$ cat config.mk
export PLATFORM = sky130hd
export DESIGN_NAME = wbPeriphTop
export DESIGN_NICKNAME = d
export VERILOG_FILES = /design/src/source/wbBusPkg.sv /design/src/source/wbLatencyPkg.sv /design/src/source/wbConfigReg.sv /design/src/source/wbDelayedReg.sv /design/src/source/wbPeriphSelect.sv /design/src/source/wbPeriphTop.sv
export SDC_FILE = /design/constraint.sdc
export NUM_CORES = 1
export LEC_CHECK = 0
export BUFFER_PORTS_ARGS = -buffer_cell sky130_fd_sc_hd__buf_2
export CAP_MARGIN = 10
export CORE_MARGIN = 2
export CORE_UTILIZATION = 35
export DETAILED_ROUTE_END_ITERATION = 8
export SETUP_SLACK_MARGIN = 0.05
export SLEW_MARGIN = 20
export SYNTH_ARGS = -nofsm -noshare
export SYNTH_HDL_FRONTEND = slang
export SYNTH_SLANG_ARGS = --single-unit
$ cat constraint.sdc
create_clock -name CLK_I -period 2.61 [get_ports CLK_I]
set_clock_uncertainty 0.15 [all_clocks]
set_input_delay 0.1305 -clock CLK_I [delete_from_list [all_inputs] [get_ports CLK_I]]
set_output_delay 0.1305 -clock CLK_I [all_outputs]
set_load 0.01 [all_outputs]
$ cat src/source/wbBusPkg.sv
/*
 * Wishbone bus widths, address map bit positions and window tag,
 * plus the byte-lane merge shared by the register slaves
 */

package wbBusPkg;

   localparam int busDataWidth = 32;                         // Data bus
   localparam int busSelWidth  = 4;                          // One select per byte lane
   localparam int busAdrWidth  = 32;                         // Byte address
   localparam int laneWidth    = busDataWidth / busSelWidth; // Bits per lane

   // Peripheral window 0b100xx... in bits 29:27
   localparam int regionHi  = 29;
   localparam int regionMid = 28;
   localparam int regionLo  = 27;
   localparam logic [2:0] regionTag = 3'b100; // {hi, mid, lo} inside the window

   // Slave selects within the window
   localparam int cfgSelBit = 2; // Configuration register
   localparam int dlySelBit = 4; // Delayed register

   // Replace only the lanes whose select is set
   function automatic logic [busDataWidth-1:0] laneMerge(
      input logic [busDataWidth-1:0] oldData,
      input logic [busDataWidth-1:0] newData,
      input logic [busSelWidth-1:0]  sel
   );
      logic [busDataWidth-1:0] merged;
      merged = oldData;
      for (int lane = 0; lane < busSelWidth; lane++) begin
         if (sel[lane]) begin
            merged[lane*laneWidth +: laneWidth] = newData[lane*laneWidth +: laneWidth];
         end
      end
      return merged;
   endfunction

endpackage

$ cat src/source/wbLatencyPkg.sv
/*
 * Latency FSM states of the delayed register and positions
 * of the latency fields inside the configuration register
 */

package wbLatencyPkg;

   // Delayed register access sequence
   typedef enum logic [1:0] {
      latIdle,  // Waiting for a strobe
      latCount, // Counting down the latency
      latAck    // One cycle of ack
   } latState_t;

   // Field positions in the configuration register
   localparam int wrLatLsb = 0; // Write latency, bits 5:0 at default width
   localparam int rdLatLsb = 8; // Read latency, bits 13:8 at default width

endpackage

$ cat src/source/wbConfigReg.sv
/*
 * Configuration register, byte-writable, one-cycle ack,
 * exports the write and read latency fields
 */

module wbConfigReg
   import wbBusPkg::*;
   import wbLatencyPkg::*;
#(
   parameter int latencyWidth = 6 // Width of each latency field
) (
   input  logic                    CLK_I,
   input  logic                    arstN,
   input  logic                    stb,       // Decoded strobe
   input  logic                    we,
   input  logic [busSelWidth-1:0]  sel,
   input  logic [busDataWidth-1:0] wrData,
   output logic                    ack,
   output logic [busDataWidth-1:0] rdData,
   output logic [latencyWidth-1:0] wrLatency, // To delayed register
   output logic [latencyWidth-1:0] rdLatency
);

   logic [busDataWidth-1:0] cfgReg;
   logic                    accStart; // New access this edge

   // A strobe still high during ack belongs to the same access
   assign accStart = stb & ~ack;

   // Ack, one pulse per access
   always_ff @(posedge CLK_I or negedge arstN) begin
      if (!arstN) begin
         ack <= 1'b0;
      end else begin
         ack <= accStart;
      end
   end

   // Register contents, latencies are zero after reset
   always_ff @(posedge CLK_I or negedge arstN) begin
      if (!arstN) begin
         cfgReg <= '0;
      end else if (accStart && we) begin
         cfgReg <= laneMerge(cfgReg, wrData, sel); // Selected lanes only
      end
   end

   // Read data captured together with the ack
   always_ff @(posedge CLK_I) begin
      if (accStart && !we) begin
         rdData <= cfgReg;
      end
   end

   // Latency fields for the delayed register
   assign wrLatency = cfgReg[wrLatLsb +: latencyWidth];
   assign rdLatency = cfgReg[rdLatLsb +: latencyWidth];

endmodule

$ cat src/source/wbDelayedReg.sv
/*
 * Data register with programmable write and read latency,
 * ack held back by a small countdown FSM
 */

module wbDelayedReg
   import wbBusPkg::*;
   import wbLatencyPkg::*;
#(
   parameter int latencyWidth = 6 // Width of each latency field
) (
   input  logic                    CLK_I,
   input  logic                    arstN,
   input  logic                    stb,       // Decoded strobe
   input  logic                    we,
   input  logic [busSelWidth-1:0]  sel,
   input  logic [busDataWidth-1:0] wrData,
   input  logic [latencyWidth-1:0] wrLatency, // From configuration register
   input  logic [latencyWidth-1:0] rdLatency,
   output logic                    ack,
   output logic [busDataWidth-1:0] rdData
);

   latState_t               state;
   latState_t               nextState;
   logic [latencyWidth-1:0] latCnt;    // Remaining cycles
   logic [latencyWidth-1:0] accLat;    // Latency of the new access
   logic                    isWrite;   // Direction latched at start
   logic [busDataWidth-1:0] dataReg;

   // Latency chosen by direction, taken at the sampling edge
   assign accLat = we ? wrLatency : rdLatency;

   // Next state
   always_comb begin
      nextState = state;
      case (state)
         latIdle: begin
            if (stb) begin
               nextState = (accLat == '0) ? latAck : latCount; // Zero skips counting
            end
         end
         latCount: begin
            if (latCnt == latencyWidth'(1)) begin
               nextState = latAck;
            end
         end
         latAck: begin
            nextState = latIdle; // Single pulse
         end
         default: begin
            nextState = latIdle;
         end
      endcase
   end

   // State, counter and direction
   always_ff @(posedge CLK_I or negedge arstN) begin
      if (!arstN) begin
         state   <= latIdle;
         latCnt  <= '0;
         isWrite <= 1'b0;
      end else begin
         state <= nextState;
         if (state == latIdle && stb) begin
            latCnt  <= accLat; // Later config writes do not touch this access
            isWrite <= we;
         end else if (state == latCount) begin
            latCnt <= latCnt - 1'b1;
         end
      end
   end

   // Byte-lane write at the end of the ack cycle
   always_ff @(posedge CLK_I or negedge arstN) begin
      if (!arstN) begin
         dataReg <= '0;
      end else if (state == latAck && isWrite) begin
         dataReg <= laneMerge(dataReg, wrData, sel);
      end
   end

   assign ack    = (state == latAck);
   assign rdData = dataReg; // Selector passes it only while ack is high

endmodule

$ cat src/source/wbPeriphSelect.sv
/*
 * Address decode of the peripheral window into slave strobes,
 * and merge of slave acks and read data toward the master
 */

module wbPeriphSelect
   import wbBusPkg::*;
(
   input  logic                    stb,       // From master
   input  logic [busAdrWidth-1:0]  adr,
   input  logic                    cfgAck,    // Configuration register response
   input  logic [busDataWidth-1:0] cfgRdData,
   input  logic                    dlyAck,    // Delayed register response
   input  logic [busDataWidth-1:0] dlyRdData,
   output logic                    cfgStb,
   output logic                    dlyStb,
   output logic                    ack,       // Back to master
   output logic [busDataWidth-1:0] rdData
);

   logic       inWindow;
   logic [2:0] regionBits;

   // STB qualifies the access, so upper address bits are left undecoded
   assign regionBits = {adr[regionHi], adr[regionMid], adr[regionLo]};
   assign inWindow   = (regionBits == regionTag);

   // Config register wins when both select bits are set
   assign cfgStb = stb & inWindow & adr[cfgSelBit];
   assign dlyStb = stb & inWindow & adr[dlySelBit] & ~adr[cfgSelBit];

   // At most one slave acks at a time
   assign ack = cfgAck | dlyAck;

   // Only the acking slave reaches the read bus
   always_comb begin
      if (cfgAck) begin
         rdData = cfgRdData;
      end else if (dlyAck) begin
         rdData = dlyRdData;
      end else begin
         rdData = '0; // Idle bus reads zero
      end
   end

endmodule

$ cat src/source/wbPeriphTop.sv
/*
 * Peripheral subsystem top, address decoder with the
 * configuration register and the delayed register
 */

module wbPeriphTop
   import wbBusPkg::*;
#(
   parameter int latencyWidth = 6 // Latency field width, up to 8
) (
   input  logic                    CLK_I,
   input  logic                    arstN,
   input  logic                    stb,
   input  logic                    we,
   input  logic [busAdrWidth-1:0]  adr,
   input  logic [busSelWidth-1:0]  sel,
   input  logic [busDataWidth-1:0] wrData,
   output logic                    ack,
   output logic [busDataWidth-1:0] rdData
);

   logic                    cfgStb;
   logic                    cfgAck;
   logic [busDataWidth-1:0] cfgRdData;
   logic                    dlyStb;
   logic                    dlyAck;
   logic [busDataWidth-1:0] dlyRdData;
   logic [latencyWidth-1:0] wrLatency; // Config fields to delayed register
   logic [latencyWidth-1:0] rdLatency;

   wbPeriphSelect wbPeriphSelect_i (
      .stb       (stb),
      .adr       (adr),
      .cfgAck    (cfgAck),
      .cfgRdData (cfgRdData),
      .dlyAck    (dlyAck),
      .dlyRdData (dlyRdData),
      .cfgStb    (cfgStb),
      .dlyStb    (dlyStb),
      .ack       (ack),
      .rdData    (rdData)
   );

   wbConfigReg #(.latencyWidth(latencyWidth)) wbConfigReg_i (
      .CLK_I     (CLK_I),
      .arstN     (arstN),
      .stb       (cfgStb),
      .we        (we),
      .sel       (sel),
      .wrData    (wrData),
      .ack       (cfgAck),
      .rdData    (cfgRdData),
      .wrLatency (wrLatency),
      .rdLatency (rdLatency)
   );

   wbDelayedReg #(.latencyWidth(latencyWidth)) wbDelayedReg_i (
      .CLK_I     (CLK_I),
      .arstN     (arstN),
      .stb       (dlyStb),
      .we        (we),
      .sel       (sel),
      .wrData    (wrData),
      .wrLatency (wrLatency),
      .rdLatency (rdLatency),
      .ack       (dlyAck),
      .rdData    (dlyRdData)
   );

endmodule
==> metrics <==
share of the synthesized area in the top cell type 41.5%; GRT Total Usage 14.8%; via count of the first global-routing pass 2878; IO Port Bufs 77; clk_lat worst skew 340 ps; Antenna Violating Nets Remaining 0; final worst path period share 83.2%; hold path start we; Fill cells 1154; Worst setup EP type output pin; Synth Area in Compound Gates 8.30%; Tot Pwr 0.00413 W; Synth top cells by count dfrtp_1 (74), mux2_2 (35), mux2_4 (33); final hold violation count 0; Sw Ratio 24.0%; Die Y 117 µm; count leader, synth dfrtp_1; final layout net count 466; Clock Pin Slew Worst Setup and Hold Paths 70 ps; # setup viols final 0; dpl hpwl 6.16 mm; startpoint types flop; Worst R2R End wbDelayedReg_i.rdData[15]; largest net degree at the start of global routing 75; CTS max path bufs 2; max_slew headroom 36.6%; leakage dissipation 2.65 nW; critical path class reg2out; TritonCTS clock tree done; hold path cells 3; Post-synth ARST share 69.8%; non-filler cells, final 569; Reg area 0.00281 mm²; Pint 0.00314 W; # rows 41; Die X 117 µm; Worst R2R Path Depth 4; Critical Path RT 2330 ps; worst hold path type in2reg; Die Area 0.0137 mm²; Max Slew Vio Count 0; post-synthesis cell count 281; largest family of logic cells by synthesized area multiplexers; first-pass GRT wire length 15.0 mm; critical-path maximum fanout 34; initial antenna violation count 0; Post-CTS Resized 0; multiplexer area fraction after synthesis 20.6%; Flop pwr share 51.0%; area growth from synthesis to layout 27.3%; combinational power share 14.5%; CTS Buf Count 9; DRC errors left 0; cell taking the most area after synthesis dfrtp_1; clk sinks 106; Top FF cell, synth dfrtp_1; clock group share of total power 34.5%; data arrival time of the critical path 1890 ps; Post-synth EDFFs 32; post-synthesis cell type count 34; multi-input logic area 0.00156 mm²; Routed wire per std cell 16.8 µm; clk root buf clkbuf_16; fin crit period 2170 ps; cts hold-fix bufs 33; io pins 105; core area 0.0125 mm²; drt pass-1 iters 4; Synth area leaders dfrtp_1 (42%), edfxtp_1 (22%), mux2_4 (11%), mux2_2 (8.8%), a22o_1 (6.3%); Syn Nets 355; ant diodes 0; Synth Area in Simple Gates 5.08%; post-synthesis adder-cell area fraction 0.561%; placed cells 520; flops & latches, synth 106; Post-DP Area 0.00503 mm²; FF-to-FF Start wbDelayedReg_i.state[0]; layout cells sized above 1 43.1%; cell area after layout 0.00568 mm²; f_max 460 MHz; setup TNS 0 ps; PwrDens 728 mW/mm²; Initial Util 35.6%; Post-Synth XOR/XNOR Area 0.196%; Seq/Total Area, Yosys 63.1%; total vias in the final route 2719; worst slew pin tran 951 ps; H-Tree Depth 3; Via density 4.78; mapped cell area 0.00446 mm²; maximum VDD drop 0.000353 V; Max-cap violations 0; Mean Syn Cell Area 15.9 µm²; status completed; gp weighted congestion 0.764; Post-CTS Setup Inserts 0; Psw 0.000994 W; R2R Setup Slk 650 ps; drt total wl 9.56 mm; Syn. warnings 0; drt initial violations 145; total grt overflow 0; Hold WS 69.4 ps; Endpoint, Worst Hold wbDelayedReg_i.isWrite; RSZ-0062 raised after global routing no
sequential cells by signal (all words and copies together), names as in the netlist:
| name | cells |
|---|---|
| wbConfigReg_i.ack | 1 |
| wbConfigReg_i.cfgReg | 32 |
| wbConfigReg_i.rdData | 32 |
| wbDelayedReg_i.isWrite | 1 |
| wbDelayedReg_i.latCnt | 6 |
| wbDelayedReg_i.rdData | 32 |
| wbDelayedReg_i.state | 2 |
power groups by stage:
stage | combinational, W | sequential (W) | clock (W)
6_report | 0.000601 | 0.00211 | 0.00143
5_1_grt | 0.000675 | 0.00214 | 0.00153
4_1_cts | 0.000611 | 0.00211 | 0.00146
3_5_place_dp | 0.000565 | 0.00214 | 0
3_3_place_gp | 0.000547 | 0.00212 | 0
2_1_floorplan | 0.000418 | 0.00209 | 0
how the worst max path moves through the flow:
stage	startpoint	end	slack (ps)	depth (start not counted)
after floorplan	wbConfigReg_i.ack	wbConfigReg_i.rdData[0]	380	4
after global placement	adr[27]	wbConfigReg_i.cfgReg[27]	570	5
after detailed placement	adr[27]	wbConfigReg_i.cfgReg[27]	550	5
after CTS	wbConfigReg_i.ack	rdData[12]	390	5
after global routing	wbConfigReg_i.ack	rdData[12]	310	5
final	wbConfigReg_i.ack	rdData[12]	440	5
area by class of cell:
cell class	instances	area share, %
clock buffers	9	3.97
well taps	172	3.79
clock inverters	7	1.61
inverters	3	0.198
flip-flops and latches	106	49.5
multi-input cells	158	27.5
repair buffers	114	13.4
layout by cell type (no fill, tap or decap), drive strengths merged:
cell type / synthesis / routed
dlygate4sd3: 0 / 33
nor4b: 1 / 1
clkinvlp: 0 / 1
nand2b: 3 / 3
ha: 2 / 2
nor3: 1 / 1
mux2: 68 / 68
mux2i: 3 / 3
a22o: 32 / 32
nor2b: 2 / 2
xnor2: 1 / 1
o21ai: 3 / 3
o211ai: 3 / 3
nor2: 7 / 7
edfxtp: 32 / 32
clkinv: 0 / 3
and3: 4 / 4
and3b: 1 / 1
o31ai: 1 / 1
clkbuf: 7 / 9
bufinv: 0 / 2
o32ai: 1 / 1
buf: 7 / 81
nand2: 12 / 12
and2: 1 / 1
o311ai: 1 / 1
and4bb: 1 / 1
a21oi: 2 / 2
dfrtp: 74 / 74
or4: 3 / 3
nand3: 4 / 4
inv: 3 / 4
a221o: 1 / 1
worst max-delay path, stage by stage (launching register included):
cell and delay, ps:
dfrtp_1 380, buf_4 260, nor2_2 140, buf_4 390, a22o_1 230, buf_2 140
layer usage:
layer / track usage [%] / part of all wire (%) / up-vias
met4: 4.86 / 1.3 / 0
met1: 19.7 / 46 / 1364
li1: - / - / 1278
met5: 0 / 0 / -
met3: 3.30 / 5.0 / 11
met2: 24.0 / 48 / 66
cell families after synthesis:
logic type      count (synthesis)
compound gates                 44
xor+xnor                        1
fa+ha+maj                       2
buf+inv                        17
flops                         106
mux                            71
simple gates                   40
metrics by stage:
stage / utilization [%] / setup slack [ps]
after floorplan: - / 377
after global placement: 40.2 / 565
after detailed placement: 40.2 / 551
after CTS: 45.4 / 390
after global routing: 45.4 / 309
final: 45.4 / 438
Power figures use the tool's default switching activity.
